===== config.mk =====
export PLATFORM = sky130hd
export DESIGN_NAME = conv_pool_top
export DESIGN_NICKNAME = d
export VERILOG_FILES = /design/src/rtl/conv_pool_pkg.sv /design/src/rtl/conv_kernel.sv /design/src/rtl/conv_pool_top.sv /design/src/rtl/conv_window.sv /design/src/rtl/line_buffer.sv /design/src/rtl/max_pool.sv
export VERILOG_INCLUDE_DIRS = /design/src /design/src/rtl
export SDC_FILE = /design/constraint.sdc
export NUM_CORES = 1
export LEC_CHECK = 0
export ABC_AREA = 1
export BUFFER_PORTS_ARGS = -buffer_cell sky130_fd_sc_hd__buf_2
export CAP_MARGIN = 20
export CORE_UTILIZATION = 50
export DETAILED_ROUTE_END_ITERATION = 10
export GPL_TIMING_DRIVEN = 0
export PLACE_DENSITY = 0.66
export SKIP_LAST_GASP = 1
export SYNTH_ARGS = -nofsm -noshare
export SYNTH_HDL_FRONTEND = slang
export SYNTH_SLANG_ARGS = --single-unit

===== constraint.sdc =====
create_clock -name clk -period 4.3 [get_ports clk]
set_clock_uncertainty 0.1 [all_clocks]
set_input_delay 0.86 -clock clk [delete_from_list [all_inputs] [get_ports clk]]
set_output_delay 0.86 -clock clk [all_outputs]
set_load 0.005 [all_outputs]

===== src/rtl/conv_pool_cfg.svh =====
`ifndef CONV_POOL_CFG_SVH
`define CONV_POOL_CFG_SVH

// side of the square input frame
// must be even and at least 4
`define CONV_POOL_IMG_SIZE 8

// grayscale pixel width
`define CONV_POOL_PIXEL_W 8

// feature width after relu
`define CONV_POOL_FEATURE_W 12

`endif


===== src/rtl/conv_pool_pkg.sv =====
`include "conv_pool_cfg.svh"

package conv_pool_pkg;

  typedef logic [`CONV_POOL_PIXEL_W-1:0] pixel_t;

  typedef logic [`CONV_POOL_FEATURE_W-1:0] feature_t;

  // one pixel per beat, last marks end of frame
  typedef struct packed {
    logic   last;
    pixel_t pixel;
  } pixel_beat_t;

  typedef struct packed {
    logic     last;
    feature_t feature;
  } feature_beat_t;

  // raster order, tap 0 top-left
  typedef struct packed {
    logic         last;
    pixel_t [0:8] tap;
  } window_t;

endpackage


===== src/rtl/conv_kernel.sv =====
module conv_kernel (
  input  logic                         clk,
  input  logic                         reset,
  input  logic                         win_valid,
  input  conv_pool_pkg::window_t       win,
  output logic                         win_ready,
  output logic                         feat_valid,
  output conv_pool_pkg::feature_beat_t feat,
  input  logic                         feat_ready
);

  localparam int SUM_W = 13;

  typedef logic signed [SUM_W-1:0] sum_t;

  logic advance;
  logic valid0;
  logic valid1;
  logic last0;
  logic last1;
  sum_t part0 [4];
  sum_t part1 [2];
  sum_t total;

  function automatic sum_t ext(conv_pool_pkg::pixel_t p);
    return sum_t'(p);
  endfunction

  assign advance   = !feat_valid || feat_ready;
  assign win_ready = advance;
  assign total     = part1[0] + part1[1];

  always_ff @(posedge clk or posedge reset) begin
    if (reset) begin
      valid0     <= 1'b0;
      valid1     <= 1'b0;
      feat_valid <= 1'b0;
    end else if (advance) begin
      valid0     <= win_valid;
      valid1     <= valid0;
      feat_valid <= valid1;
    end
  end

  // weights -2 0 1 / 0 1 2 / 1 2 -3
  always_ff @(posedge clk) begin
    if (advance) begin
      part0[0] <= ext(win.tap[2]) - (ext(win.tap[0]) <<< 1);
      part0[1] <= ext(win.tap[4]) + (ext(win.tap[5]) <<< 1);
      part0[2] <= ext(win.tap[6]) + (ext(win.tap[7]) <<< 1);
      part0[3] <= -((ext(win.tap[8]) <<< 1) + ext(win.tap[8]));
      last0    <= win.last;
      part1[0] <= part0[0] + part0[1];
      part1[1] <= part0[2] + part0[3];
      last1    <= last0;
      // relu
      feat.feature <= total[SUM_W-1] ? '0 : conv_pool_pkg::feature_t'(total);
      feat.last    <= last1;
    end
  end

endmodule


===== src/rtl/conv_pool_top.sv =====
module conv_pool_top (
  input  logic                         clk,
  input  logic                         reset,
  input  logic                         in_valid,
  input  conv_pool_pkg::pixel_beat_t   in_beat,
  output logic                         in_ready,
  output logic                         out_valid,
  output conv_pool_pkg::feature_beat_t out_beat,
  input  logic                         out_ready
);

  logic                         win_valid;
  logic                         win_ready;
  conv_pool_pkg::window_t       win;
  logic                         feat_valid;
  logic                         feat_ready;
  conv_pool_pkg::feature_beat_t feat;

  conv_window i_conv_window (
    .clk       (clk),
    .reset     (reset),
    .in_valid  (in_valid),
    .in_beat   (in_beat),
    .in_ready  (in_ready),
    .win_valid (win_valid),
    .win       (win),
    .win_ready (win_ready)
  );

  conv_kernel i_conv_kernel (
    .clk        (clk),
    .reset      (reset),
    .win_valid  (win_valid),
    .win        (win),
    .win_ready  (win_ready),
    .feat_valid (feat_valid),
    .feat       (feat),
    .feat_ready (feat_ready)
  );

  max_pool i_max_pool (
    .clk        (clk),
    .reset      (reset),
    .feat_valid (feat_valid),
    .feat       (feat),
    .feat_ready (feat_ready),
    .out_valid  (out_valid),
    .out_beat   (out_beat),
    .out_ready  (out_ready)
  );

endmodule


===== src/rtl/conv_window.sv =====
`include "conv_pool_cfg.svh"

module conv_window (
  input  logic                       clk,
  input  logic                       reset,
  input  logic                       in_valid,
  input  conv_pool_pkg::pixel_beat_t in_beat,
  output logic                       in_ready,
  output logic                       win_valid,
  output conv_pool_pkg::window_t     win,
  input  logic                       win_ready
);

  localparam int SIDE   = `CONV_POOL_IMG_SIZE;
  localparam int PUSHES = SIDE * SIDE + SIDE + 1;
  localparam int CNT_W  = $clog2(PUSHES);
  localparam int POS_W  = $clog2(SIDE);

  logic                         advance;
  logic                         push;
  logic                         flushing;
  logic [CNT_W-1:0]             push_cnt;
  logic [POS_W-1:0]             row;
  logic [POS_W-1:0]             col;
  conv_pool_pkg::pixel_t        new_pix;
  conv_pool_pkg::pixel_t        lb0_out;
  conv_pool_pkg::pixel_t        lb1_out;
  conv_pool_pkg::pixel_t [0:2]  row0;
  conv_pool_pkg::pixel_t [0:2]  row1;
  conv_pool_pkg::pixel_t [0:2]  row2;

  // window register is free or being taken
  assign advance  = !win_valid || win_ready;
  assign in_ready = advance && !flushing;
  assign push     = advance && (flushing || in_valid);
  assign new_pix  = flushing ? '0 : in_beat.pixel;

  // count real and injected pushes per frame
  always_ff @(posedge clk or posedge reset) begin
    if (reset) begin
      push_cnt <= '0;
      flushing <= 1'b0;
    end else if (push) begin
      if (push_cnt == CNT_W'(PUSHES - 1)) begin
        push_cnt <= '0;
        flushing <= 1'b0;
      end else begin
        push_cnt <= push_cnt + 1'b1;
        if (!flushing && in_beat.last) begin
          flushing <= 1'b1;
        end
      end
    end
  end

  // centre position of the window held in the rows
  always_ff @(posedge clk or posedge reset) begin
    if (reset) begin
      win_valid <= 1'b0;
      row       <= '0;
      col       <= '0;
    end else if (advance) begin
      win_valid <= push && (push_cnt > CNT_W'(SIDE));
      if (push && push_cnt == CNT_W'(SIDE + 1)) begin
        row <= '0;
        col <= '0;
      end else if (push && push_cnt > CNT_W'(SIDE + 1)) begin
        if (col == POS_W'(SIDE - 1)) begin
          col <= '0;
          row <= row + 1'b1;
        end else begin
          col <= col + 1'b1;
        end
      end
    end
  end

  // index 2 is the newest pixel of each row
  always_ff @(posedge clk) begin
    if (push) begin
      row2 <= {row2[1], row2[2], new_pix};
      row1 <= {row1[1], row1[2], lb0_out};
      row0 <= {row0[1], row0[2], lb1_out};
    end
  end

  line_buffer #(
    .data_t (conv_pool_pkg::pixel_t),
    .depth  (SIDE - 3)
  ) i_lb0 (
    .clk   (clk),
    .shift (push),
    .din   (row2[0]),
    .dout  (lb0_out)
  );

  line_buffer #(
    .data_t (conv_pool_pkg::pixel_t),
    .depth  (SIDE - 3)
  ) i_lb1 (
    .clk   (clk),
    .shift (push),
    .din   (row1[0]),
    .dout  (lb1_out)
  );

  // zero padding hides the previous row and frame too
  always_comb begin
    win.tap  = {row0, row1, row2};
    win.last = (row == POS_W'(SIDE - 1)) && (col == POS_W'(SIDE - 1));
    for (int i = 0; i < 3; i++) begin
      if (row == '0) win.tap[i] = '0;
      if (row == POS_W'(SIDE - 1)) win.tap[6 + i] = '0;
      if (col == '0) win.tap[3 * i] = '0;
      if (col == POS_W'(SIDE - 1)) win.tap[3 * i + 2] = '0;
    end
  end

endmodule


===== src/rtl/line_buffer.sv =====
module line_buffer #(
  parameter type data_t = logic [7:0],
  parameter int  depth  = 4
) (
  input  logic  clk,
  input  logic  shift,
  input  data_t din,
  output data_t dout
);

  data_t mem [depth];

  // entry 0 is the newest
  always_ff @(posedge clk) begin
    if (shift) begin
      mem[0] <= din;
      for (int i = 1; i < depth; i++) begin
        mem[i] <= mem[i-1];
      end
    end
  end

  assign dout = mem[depth-1];

endmodule


===== src/rtl/max_pool.sv =====
`include "conv_pool_cfg.svh"

module max_pool (
  input  logic                         clk,
  input  logic                         reset,
  input  logic                         feat_valid,
  input  conv_pool_pkg::feature_beat_t feat,
  output logic                         feat_ready,
  output logic                         out_valid,
  output conv_pool_pkg::feature_beat_t out_beat,
  input  logic                         out_ready
);

  localparam int SIDE  = `CONV_POOL_IMG_SIZE;
  localparam int POS_W = $clog2(SIDE);

  logic                    take;
  logic                    produce;
  logic [POS_W-1:0]        row;
  logic [POS_W-1:0]        col;
  conv_pool_pkg::feature_t even_feat;
  conv_pool_pkg::feature_t pair_max;
  conv_pool_pkg::feature_t upper;

  function automatic conv_pool_pkg::feature_t fmax(conv_pool_pkg::feature_t a,
                                                   conv_pool_pkg::feature_t b);
    return (a >= b) ? a : b;
  endfunction

  assign feat_ready = !out_valid || out_ready;
  assign take       = feat_valid && feat_ready;
  assign produce    = take && row[0] && col[0];
  assign pair_max   = fmax(even_feat, feat.feature);

  // even rows store pair maxima, odd rows read them back
  line_buffer #(
    .data_t (conv_pool_pkg::feature_t),
    .depth  (SIDE / 2)
  ) i_pair_buf (
    .clk   (clk),
    .shift (take && col[0]),
    .din   (pair_max),
    .dout  (upper)
  );

  always_ff @(posedge clk or posedge reset) begin
    if (reset) begin
      row <= '0;
      col <= '0;
    end else if (take) begin
      if (feat.last) begin
        row <= '0;
        col <= '0;
      end else if (col == POS_W'(SIDE - 1)) begin
        col <= '0;
        row <= (row == POS_W'(SIDE - 1)) ? '0 : row + 1'b1;
      end else begin
        col <= col + 1'b1;
      end
    end
  end

  always_ff @(posedge clk) begin
    if (take && !col[0]) begin
      even_feat <= feat.feature;
    end
  end

  always_ff @(posedge clk or posedge reset) begin
    if (reset) begin
      out_valid <= 1'b0;
    end else if (feat_ready) begin
      out_valid <= produce;
    end
  end

  always_ff @(posedge clk) begin
    if (produce) begin
      out_beat.feature <= fmax(pair_max, upper);
      out_beat.last    <= feat.last;
    end
  end

endmodule


; ---- After elaboration in Yosys (flattened, before gate mapping)
; Memory sizes are Yosys's and may differ from the RTL's. A register that Yosys moved wholly into a read port is not among the register bits.
; Cells that the tools add are included.
[totals]
ff_bits = 121
ramBits = 206
input_bits = 13
out_inout_bits = 15
word_cells = 116
memories = 5
[classes]
addsub = 13
magnitude_cmp = 4
n_eq_ne = 6
n_mux = 32
reduce_logical = 31
[mem_list]
columns = name, depth, width, rd, rd_ports_with_merged_regs, write_ports, line
row1 = i_conv_kernel.part0, 4, 13, 4, 0, 4, conv_kernel.sv:21  ; sum_t part0 [4];
row2 = i_max_pool.i_pair_buf.mem, 4, 12, 4, 0, 4, line_buffer.sv:11  ; data_t mem [depth];
row3 = i_conv_window.i_lb0.mem, 5, 8, 5, 1, 5, line_buffer.sv:11
row4 = i_conv_window.i_lb1.mem, 5, 8, 5, 1, 5, line_buffer.sv:11
row5 = i_conv_kernel.part1, 2, 13, 2, 0, 2, conv_kernel.sv:22  ; sum_t part1 [2];
[ops]
columns = operator, count
row1 = $mux 8, 10
row2 = $add 13x13->13, 3
row3 = $mux 3, 11
row4 = $ge 12x12->1, 2
row5 = $mux 12, 2
row6 = $add 8x9->10, 2
row7 = $gt 7x4->1 const B, 2
row8 = $neg 13->13, 1
row9 = $add 3x1->3 const B, 4
row10 = $eq 3x3->1 const B, 4
row11 = $logic_and 1x1->1, 12
row12 = $add 9x8->10, 1
row13 = $sub 8x9->10, 1
row14 = $mux 1, 8
row15 = $reduce_bool 2->1, 4
row16 = $add 7x1->7 const B, 1
row17 = $eq 7x4->1 const B, 1
row18 = $eq 7x7->1 const B, 1
row19 = $mux 7, 1
row20 = $logic_not 3->1, 2
row21 = $reduce_and 2->1, 3
row22 = $logic_not 1->1, 5
row23 = $logic_or 1x1->1, 4
row24 = $reduce_and 3->1, 1

; ---- Longest topological paths before layout
; Gate-level depths: netlist (run 1).
[logic_depth]
word_depth = 8
mapped_depth = 21
ltp_nobuf = 19

; ---- Hierarchy
; From an unflattened synthesis (run 1), not the netlist that was laid out.
[hier_totals]
hier_cells = 1408
area_unflattened_um2 = 15942.8
[by_module_without_submodules]
columns = mod, n_inst, cells_per_inst, area_each_um2
row1 = conv_kernel, 1, 628, 5865.6
row2 = conv_window, 1, 359, 3862.5
row3 = line_buffer (i_conv_window.i_lb0 ...), 2, 48, 1261.2
row4 = max_pool, 1, 277, 2250.9
row5 = line_buffer (i_max_pool.i_pair_buf), 1, 48, 1441.4

; ---- Worst setup path before layout (run 1)
; No wires, ideal clock.
[synth_path]
kind = input -> register
from = in out_ready
to = reg, netlist name i_max_pool.out_beat[0]
setup_ps = 382
arrival_ps = 4007
required_ps = 3818
path_slack_ps = -190
stages = 6
path_buffers = 0
cell_sequence = inv_1 nand2_2 nand2_1 nor2_1 inv_1 nor2_1
[synth_between]
elab_chain_len = 4
[synth_lines]
columns = element, line
row1 = "start, declared", conv_pool_top.sv:9  ; input logic out_ready
row2 = $logic_or 1x1->1, max_pool.sv:30  ; assign feat_ready = !out_valid || out_ready;
row3 = $logic_and 1x1->1, max_pool.sv:31  ; assign take = feat_valid && feat_ready;
row4 = $logic_and 1x1->1 (2 in a row), max_pool.sv:32  ; assign produce = take && row[0] && col[0];
row5 = via i_max_pool.produce, max_pool.sv:18  ; logic produce;
; The timed path passes the listed nets, and every way through them passes these cells.
; A chain may end at the register's enable or synchronous reset.

==> results.txt, run 1 <==
The flow ran to the end, and the final reports show no timing, DRC or antenna violations. In the routed layout, each cell is associated on average with a via count of between 4 and 5. The clock net in this run drives a total of roughly 330 sinks. The detail-routed net length per standard cell came out at ~14 um. STA classifies the critical path endpoint as a register. Setup repair after global routing left no endpoint under its margin.

Sorting the synthesized cells by how often they occur yields sky130_fd_sc_hd__edfxtp_1, sky130_fd_sc_hd__nand2_1, sky130_fd_sc_hd__inv_1, sky130_fd_sc_hd__nor2_1, sky130_fd_sc_hd__ha_1. In the synthesized netlist the dominant register cell turns out to be sky130_fd_sc_hd__edfxtp_1. The area enclosed by the die boundary came out at around 0.031 sq mm. The width of the die is approximately 180 um.

The sequential element share of the synthesized area is 0.6493. By area the synthesized netlist is led by sky130_fd_sc_hd__edfxtp_1, sky130_fd_sc_hd__ha_1, sky130_fd_sc_hd__nand2_1. STA puts the critical path data required time at 4.59 ns. In the routed design, unresolved DRC markers number 0. The logic depth of the worst register-to-register path came out at 18. The relative slew slack is 0.3513. The wire length reported by the detailed router is around 25 mm. The slack of the worst reg-to-reg path came out at ~0.77 ns. The initial core utilization came out at 0.5120.

The critical path in this run is classified as register to register. The worst endpoint data arrival time came out at approximately 3.8 ns. The synthesized area divided by synthesized cell count is 11.84 sq um. The post-CTS repair timing setup buffer count is 0. Summed over all nets, the half-perimeter wirelength after detailed placement is approximately 17 mm. The count of buffers inserted at the top-level ports came out at 27.

The destination of the worst register-to-register timing path is i_max_pool.out_beat[8]. The iteration count of the initial detailed-routing pass came out at 5. Of all nets on the critical path, the largest fanout is 10.

Clock tree synthesis inserted a total of 37 buffers. The count of routing violations after the opening detailed-route iteration is between 400 and 500. The fraction of synthesized cell area taken by the top area cell type is 0.6083. The first-pass GRT wire length came out at about 42 mm. After the last flow step, the layout net total stands at 1,480. Global routing finished with a remaining overflow of 0. Entering global routing, the biggest net connects roughly 100 pins. TritonCTS built the clock tree.

The core region is 0.02980 sq mm. The startpoint identified for the worst register-to-register timing path is i_conv_kernel.feat[7]. The number of antenna violations at the first check in global routing is 0. The final weighted congestion in routability-driven placement came out at between 0.8 and 0.9. The post-layout minimum cycle time came out at 3.533 ns.

The synthesized area is roughly 0.015 sq mm. The via count of the first global-routing pass is between 8k and 9k. The actual transition at the worst max-transition pin came out at between 0.9 and 1 ns. The number of enable flip-flop cells after synthesis is between 300 and 400. The total number of placement rows is 63.

The number of antenna diodes in the final layout is 0. Of all cell types, the one taking the most synthesized area is sky130_fd_sc_hd__edfxtp_1. The count of boundary I/O pins is 28.

The maximum clock insertion buffer count came out at 3. The tightest hold margin came out at between 0.2 and 0.3 ns. The vertical die dimension is roughly 180 um. The count of final setup violators came out at 0. The final worst-path cycle share is 0.8217.

The count of pins over their slew limit came to 0. The share of layout cells above drive strength 1 is 0.07509. The summed negative setup slack over all endpoints is 0 ns.

The max-capacitance violation count came out at 0. Once detail routing completed, the nets flagged for antenna violations numbered 0. The element type at the critical path start is a register.

After synthesis the netlist holds a flip-flop and latch count of between 300 and 400. The total via count after detailed routing is 8,866. The clock-pin slew of the registers on the worst-case setup and hold paths is 0.06 ns. In this run the worst hold path is classified as input port to async pin. The clock insertion delay at the later pin of the skew report came out at ~0.52 ns. CTS built an H-tree with a depth of 2. The cell with the most instances after synthesis is sky130_fd_sc_hd__edfxtp_1. Relative to the synthesized area, the layout overhead comes to 12.06%. The number of hold violations in the final report came to 0.

The number of warning messages in the yosys log came out at 0. After synthesis, the share of flip-flops with an asynchronous set or reset is 0.07485. Yosys mapped the design onto 42 distinct sky130hd cell types. The number of nets in the synthesized netlist came out at between 1k and 1.5k. The post-CTS resize count came out at 0. The synthesized instance count came out at ~1.3k. For this design, the CTS-stage hold fixing added 0 buffers. The total global routing track utilization is 0.1695. CTS placed an instance of sky130_fd_sc_hd__clkbuf_16 at the clock tree root. Static timing analysis puts the maximum clock frequency at between 200 and 300 MHz.
worst max path at each step:
stage	from	to	slack (ns)	cells after the start
6_report	i_conv_kernel.feat[7]	i_max_pool.out_beat[8]	0.77	18
2_1_floorplan	out_ready	i_max_pool.out_beat[0]	0.66	6
5_1_grt	i_conv_kernel.feat[7]	i_max_pool.out_beat[6]	0.46	15
3_3_place_gp	out_ready	i_max_pool.out_beat[1]	-0.28	7
3_5_place_dp	i_conv_window.col[0]	i_conv_kernel.part0[3][7]	0.75	15
4_1_cts	i_conv_window.col[0]	i_conv_kernel.part0[3][7]	0.72	15
layout by cell type, fill, tap and decap left out, types with 7 or more instances in the layout:
cell | synthesis | routed
sky130_fd_sc_hd__edfxtp_1 | 309 | 309
sky130_fd_sc_hd__nand2_1 | 213 | 213
sky130_fd_sc_hd__inv_1 | 188 | 187
sky130_fd_sc_hd__nor2_1 | 106 | 105
sky130_fd_sc_hd__ha_1 | 101 | 101
sky130_fd_sc_hd__nand3_1 | 86 | 86
sky130_fd_sc_hd__a21oi_1 | 62 | 62
sky130_fd_sc_hd__clkbuf_16 | 0 | 39
sky130_fd_sc_hd__o21ai_0 | 35 | 35
sky130_fd_sc_hd__xor2_1 | 35 | 35
sky130_fd_sc_hd__buf_2 | 4 | 31
sky130_fd_sc_hd__nand4_1 | 28 | 28
sky130_fd_sc_hd__dfrtp_1 | 25 | 25
sky130_fd_sc_hd__xnor2_1 | 17 | 17
sky130_fd_sc_hd__and2_1 | 13 | 13
sky130_fd_sc_hd__clkbuf_1 | 3 | 12
sky130_fd_sc_hd__nor3_1 | 10 | 10
sky130_fd_sc_hd__clkinv_1 | 1 | 8
sky130_fd_sc_hd__fa_1 | 7 | 7
final cells by class:
class,count,area [sq um]
buffer,11,65.06
clock buffer,48,1010
clock inverter,17,92.59
fill,2442,12700
inverter,191,724.4
multi-input combinational,752,4573
sequential,334,9905
tap,390,488.0
timing repair buffer,32,236.5
per-layer routing:
metal  vias up  track usage  routed length [um]
met1      4144       0.2147               11220
met5         -            0                   0
met2       104       0.2920               11950
li1       4569            -                   -
met4         0      0.05711                 644
met3        49      0.03179                 920
cell families after synthesis:
logic type	share of synthesized area
xor+xnor	0.02986
simple gates	0.1353
flops	0.6493
compound gates	0.04208
fa+ha+maj	0.09203
buf+inv	0.05143
sequential cells by signal, summed over array words and instances, names as in the netlist, 3 cells and up:
register	flops
i_conv_kernel.part1	26
i_conv_kernel.part0	43
i_conv_window.col	3
i_conv_window.push_cnt	7
i_conv_window.i_lb1.mem	40
i_conv_kernel.feat	13
i_conv_window.row0	24
i_conv_window.i_lb0.mem	40
i_conv_window.win	8
i_max_pool.row	3
i_max_pool.col	3
i_max_pool.even_feat	12
i_max_pool.out_beat	13
i_max_pool.i_pair_buf.mem	48
i_conv_window.row	3
i_conv_window.row2	24
i_conv_window.row1	16
through the flow:
step | setup slack [ns] | instance area (sq um) | instances | util
CTS | 0.7228 | 17070 | 1773 | 0.5728
global placement | -0.2815 | 15880 | 1705 | 0.5330
detailed placement | 0.7504 | 15970 | 1708 | 0.5358
floorplan | 0.6566 | 15260 | 1288 | -
finish | 0.7667 | 17090 | 1775 | 0.5737
global route | 0.4550 | 17090 | 1775 | 0.5737
worst max-delay path: stages, from the launching register on:
cell and delay, ns:
sky130_fd_sc_hd__edfxtp_1 0.41, sky130_fd_sc_hd__inv_1 0.10, sky130_fd_sc_hd__ha_1 0.26, sky130_fd_sc_hd__a21oi_1 0.12
sky130_fd_sc_hd__o21ai_0 0.11, sky130_fd_sc_hd__a21oi_1 0.26, sky130_fd_sc_hd__buf_2 0.26, sky130_fd_sc_hd__nand3_1 0.11
sky130_fd_sc_hd__and2_1 0.19, sky130_fd_sc_hd__ha_1 0.29, sky130_fd_sc_hd__nand2_1 0.08, sky130_fd_sc_hd__inv_1 0.04
sky130_fd_sc_hd__nor2_1 0.08, sky130_fd_sc_hd__o21ai_0 0.08, sky130_fd_sc_hd__nand2_1 0.08, sky130_fd_sc_hd__and2_1 0.16
sky130_fd_sc_hd__clkbuf_1 0.39, sky130_fd_sc_hd__nand4_1 0.16, sky130_fd_sc_hd__nand2_1 0.10
Power of run 1 is left out: the tool's default activity adds up to more than one toggle a clock period on the data nets, which glitch-free logic cannot reach.
==> inputs of run 2 (changes only) <==
--- a/config.mk
+++ b/config.mk
@@ -12,7 +12,7 @@
 export CORE_UTILIZATION = 50
 export DETAILED_ROUTE_END_ITERATION = 10
 export GPL_TIMING_DRIVEN = 0
-export PLACE_DENSITY = 0.66
+export PLACE_DENSITY = 0.68
 export SKIP_LAST_GASP = 1
 export SYNTH_ARGS = -nofsm -noshare
 export SYNTH_HDL_FRONTEND = slang
==> constraint.sdc (replaced) <==
create_clock -name clk -period 3.09 [get_ports clk]
set_clock_uncertainty 0.1 [all_clocks]
set_input_delay 0.618 -clock clk [delete_from_list [all_inputs] [get_ports clk]]
set_output_delay 0.618 -clock clk [all_outputs]
set_load 0.005 [all_outputs]
==> run 2 against run 1 <==
Compared with the run above:
- the flow now finishes with violations (hold timing, setup timing)
- sequential share of layout area decreased by 4.4 points
- count of clock-buffer cells in the layout decreased by 8
- non-clock buffer count increased by 59
- core utilization increased by 4.7 points
- design area increased by 8.2%
- worst setup slack got worse by 1.2 ns
- fmax increased by 0.70%
- register-to-register slack got worse by 1.2 ns
- final cell count increased by 3.3%
- highest routed layer unchanged
==> results.txt, run 2 (synthesis results as in run 1) <==
The flow ran to the end, but the final reports show violations. The final reports fail on hold timing, setup timing. The via density per instance came out at 5.212 (+4.3%).

The flip-flop count of the largest register, all copies and words added came out at 48 (unchanged). The highest cell delay on the worst timing path came out at 0.37 ns (-0.04 ns). STA classifies the critical path startpoint as a register.

The total number of placement rows is 63 (unchanged). The number of hold violations in the final report came out at 8 (+8). The H-tree depth is 2 (unchanged). The via count of the first global-routing pass is 9,515 (+7.1%). The wire length reported by the detailed router came out at 30.42 mm (+23%). The core region area came out at 0.02980 sq mm (unchanged). In the layout the commonest cells are sky130_fd_sc_hd__edfxtp_1, sky130_fd_sc_hd__nand2_1, sky130_fd_sc_hd__inv_1. The initial core utilization came out at 0.5120 (unchanged). The minimum setup slack in the final design is -0.4188 ns (-1.185 ns). The detailed-placement wirelength estimate is 17.30 mm (-0.99%).

The fill cell total of the finished layout came out at 2,243 (-8.1%). The number of diodes is 0 (unchanged). Setup repair after global routing could not meet its margin everywhere. The number of antenna violations at the first check in global routing is 0 (unchanged). The worst setup path is captured at a register. The final weighted congestion in routability-driven placement was 0.8400 (-2.3%). The cell count after placement is 1,708 (unchanged). The vertical die dimension was 176.7 um (unchanged). The iteration count of the initial detailed-routing pass came to 5 (unchanged). The post-route antenna net violation count came out at 0 (unchanged).

The type of the worst setup path is register to register. The clock-pin slew of the registers on the worst-case setup and hold paths is 0.06 ns (about the same). The count of final setup violators came out at 12 (+12). The worst endpoint data arrival time is 3.68 ns (-0.14 ns). The count of routing violations after the opening detailed-route iteration was 648 (+36%).

The total DRC errors in the routed layout came out at 0 (unchanged). The largest fanout on the critical path is 5 (-5). The number of standard cells in the layout, taps in and fillers out came out at 1,833 (+3.3%).

The maximum clock insertion buffer count is 3 (unchanged). The relative slew slack was 0.3361 (-0.01516). The post-layout minimum cycle time was 3.509 ns (-0.02454 ns). The final worst-path cycle share came out at 1.136 (+0.3138). The share of layout cells above drive strength 1 was 0.2169 (+0.1418). The max-capacitance violation count came out at 0 (unchanged). The count of buffers inserted at the top-level ports came to 27 (unchanged). The destination of the worst register-to-register timing path is i_max_pool.out_beat[7].

The tightest hold margin came out at -0.002257 ns (-0.2669 ns). The clock root buffer master is sky130_fd_sc_hd__clkbuf_16. The area overhead of the layout relative to synthesis is 21.29%.

The logic depth of the worst register-to-register path is 17 (-1). The number of buffers added by the clock tree synthesis step came to 35 (-5.4%). The maximum number of pins on one net before global-route repair came to 85 (-17%).

The number of buffers and inverters on the critical path came out at 4 (unchanged). The actual transition at the worst max-transition pin is 0.9922 ns (+0.02265 ns). The first-pass GRT wire length came to 45.90 mm (+9.2%). The total via count after detailed routing came out at 9,553 (+7.7%). Counting flops per register, the top entry is i_max_pool.i_pair_buf.mem. The residual overflow from global routing is 0 (unchanged).

The beginning of the critical path is i_conv_kernel.feat[4]. The largest registers in the layout are i_max_pool.i_pair_buf.mem (48), i_conv_kernel.part0 (43). The width of the die is 176.7 um (unchanged). The TritonCTS clock tree is built. The startpoint identified for the worst register-to-register timing path is i_conv_kernel.feat[4]. The post-layout net count was 1,537 (+3.9%). The data required time of the worst path is 3.26 ns (-1.33 ns). The post-route core utilization is 0.6210 (+0.04728). The cell at the slowest stage of the critical path is sky130_fd_sc_hd__ha_1. The number of sinks handled by clock tree synthesis came to 334 (unchanged). The fmax is 285.0 MHz (+0.70%). The slack of the worst reg-to-reg path is -0.42 ns (-1.19 ns). The clock insertion delay at the later pin of the skew report is 0.52 ns (about the same). The detail-routed net length per standard cell is 16.60 um (+19%). In this design, the largest share of critical-path delay is due to simple AND/OR/NAND/NOR gates. The area taken by multi-input logic gates came out at 0.005353 sq mm (+17%). The area enclosed by the die boundary came out at 0.03121 sq mm (unchanged). Walking the worst path, the cells encountered are inv_1 > ha_1 > nand4_1 > nor3_4 > nand2_4 > nand2_4 > buf_8 > nand2_2 > and2_4 > ha_4 > a21oi_1 > o21a_1 > nand4_1 > buf_6 > buf_8 > nand3_2 > nand2_1. The total global routing track utilization came out at 0.1865 (+0.01701). The path category of the worst min-delay check is input port to async pin. The count of boundary I/O pins was 28 (unchanged). The sequential cell area in the final layout is 0.009905 sq mm (unchanged).

Leaving out fill and tap cells, the most frequent cell in the layout is sky130_fd_sc_hd__edfxtp_1. The count of pins over their slew limit is 0 (unchanged).
==> run 2: changes by cell type in the layout (fill, tap and decap cells not counted), moves of 11 or more <==
cell	before	now
sky130_fd_sc_hd__ha_1	101	78
sky130_fd_sc_hd__ha_4	0	21
sky130_fd_sc_hd__nand3_2	1	21
sky130_fd_sc_hd__inv_2	1	16
sky130_fd_sc_hd__nand2_1	213	182
sky130_fd_sc_hd__and2_1	13	0
sky130_fd_sc_hd__nor2_1	105	94
sky130_fd_sc_hd__nand2_2	2	24
sky130_fd_sc_hd__and2_4	0	13
sky130_fd_sc_hd__buf_4	1	52
sky130_fd_sc_hd__a21oi_1	62	51
sky130_fd_sc_hd__inv_1	187	171
sky130_fd_sc_hd__nand3_1	86	59
==> run 2: cell type report <==
cell class,instances,share of cell area
Buffer,11,0.006559
Sequential cell,334,0.5353
Multi-Input combinational cell,752,0.2893
Clock inverter,24,0.01386
Clock buffer,40,0.04950
Timing Repair Buffer,91,0.03963
Tap cell,390,0.02637
Inverter,191,0.03949
==> run 2: worst max path at each step <==
stage                                end  cells after the start
6_report          i_max_pool.out_beat[7]                     17
5_1_grt           i_max_pool.out_beat[7]                     17
4_1_cts           i_max_pool.out_beat[8]                     18
3_5_place_dp   i_conv_kernel.part0[3][8]                     16
3_3_place_gp   i_conv_kernel.part0[1][7]                      5
2_1_floorplan  i_conv_kernel.part0[3][7]                     18
==> run 2: through the flow <==
| stage | hold slack, ns | worst slack, ns | TNS, ns | area (sq um) |
|---|---|---|---|---|
| 3_3_place_gp | 0.3003 | -0.7008 | -89.89 | 15890 |
| 3_5_place_dp | 0.3045 | -0.5236 | -9.260 | 15970 |
| 5_1_grt | 0.004376 | -0.4306 | -4.969 | 18500 |
| 6_report | -0.002257 | -0.4188 | -4.629 | 18500 |
| 2_1_floorplan | 0.3003 | 0.08591 | 0 | 15260 |
| 4_1_cts | 0.2576 | -0.04081 | -0.3269 | 17930 |
==> run 2: repair_timing <==
item | in CTS | in global routing
gates resized for setup | 126 | 93
cloned | 4 | 0
setup endpoints to repair | 35 | 23
hold buffers | 0 | 0
buffers inserted | 34 | 22
pin swaps | 37 | 43
==> run 2: metal layers <==
layer / GRT usage / wire (um) / part of all wire
met1: 0.2345 / 12630 / 0.42
met2: 0.3129 / 14920 / 0.49
met3: 0.03200 / 1374 / 0.045
met4: 0.09088 / 1495 / 0.049
met5: 0 / 0 / 0
Power of run 2 is left out for the same reason.
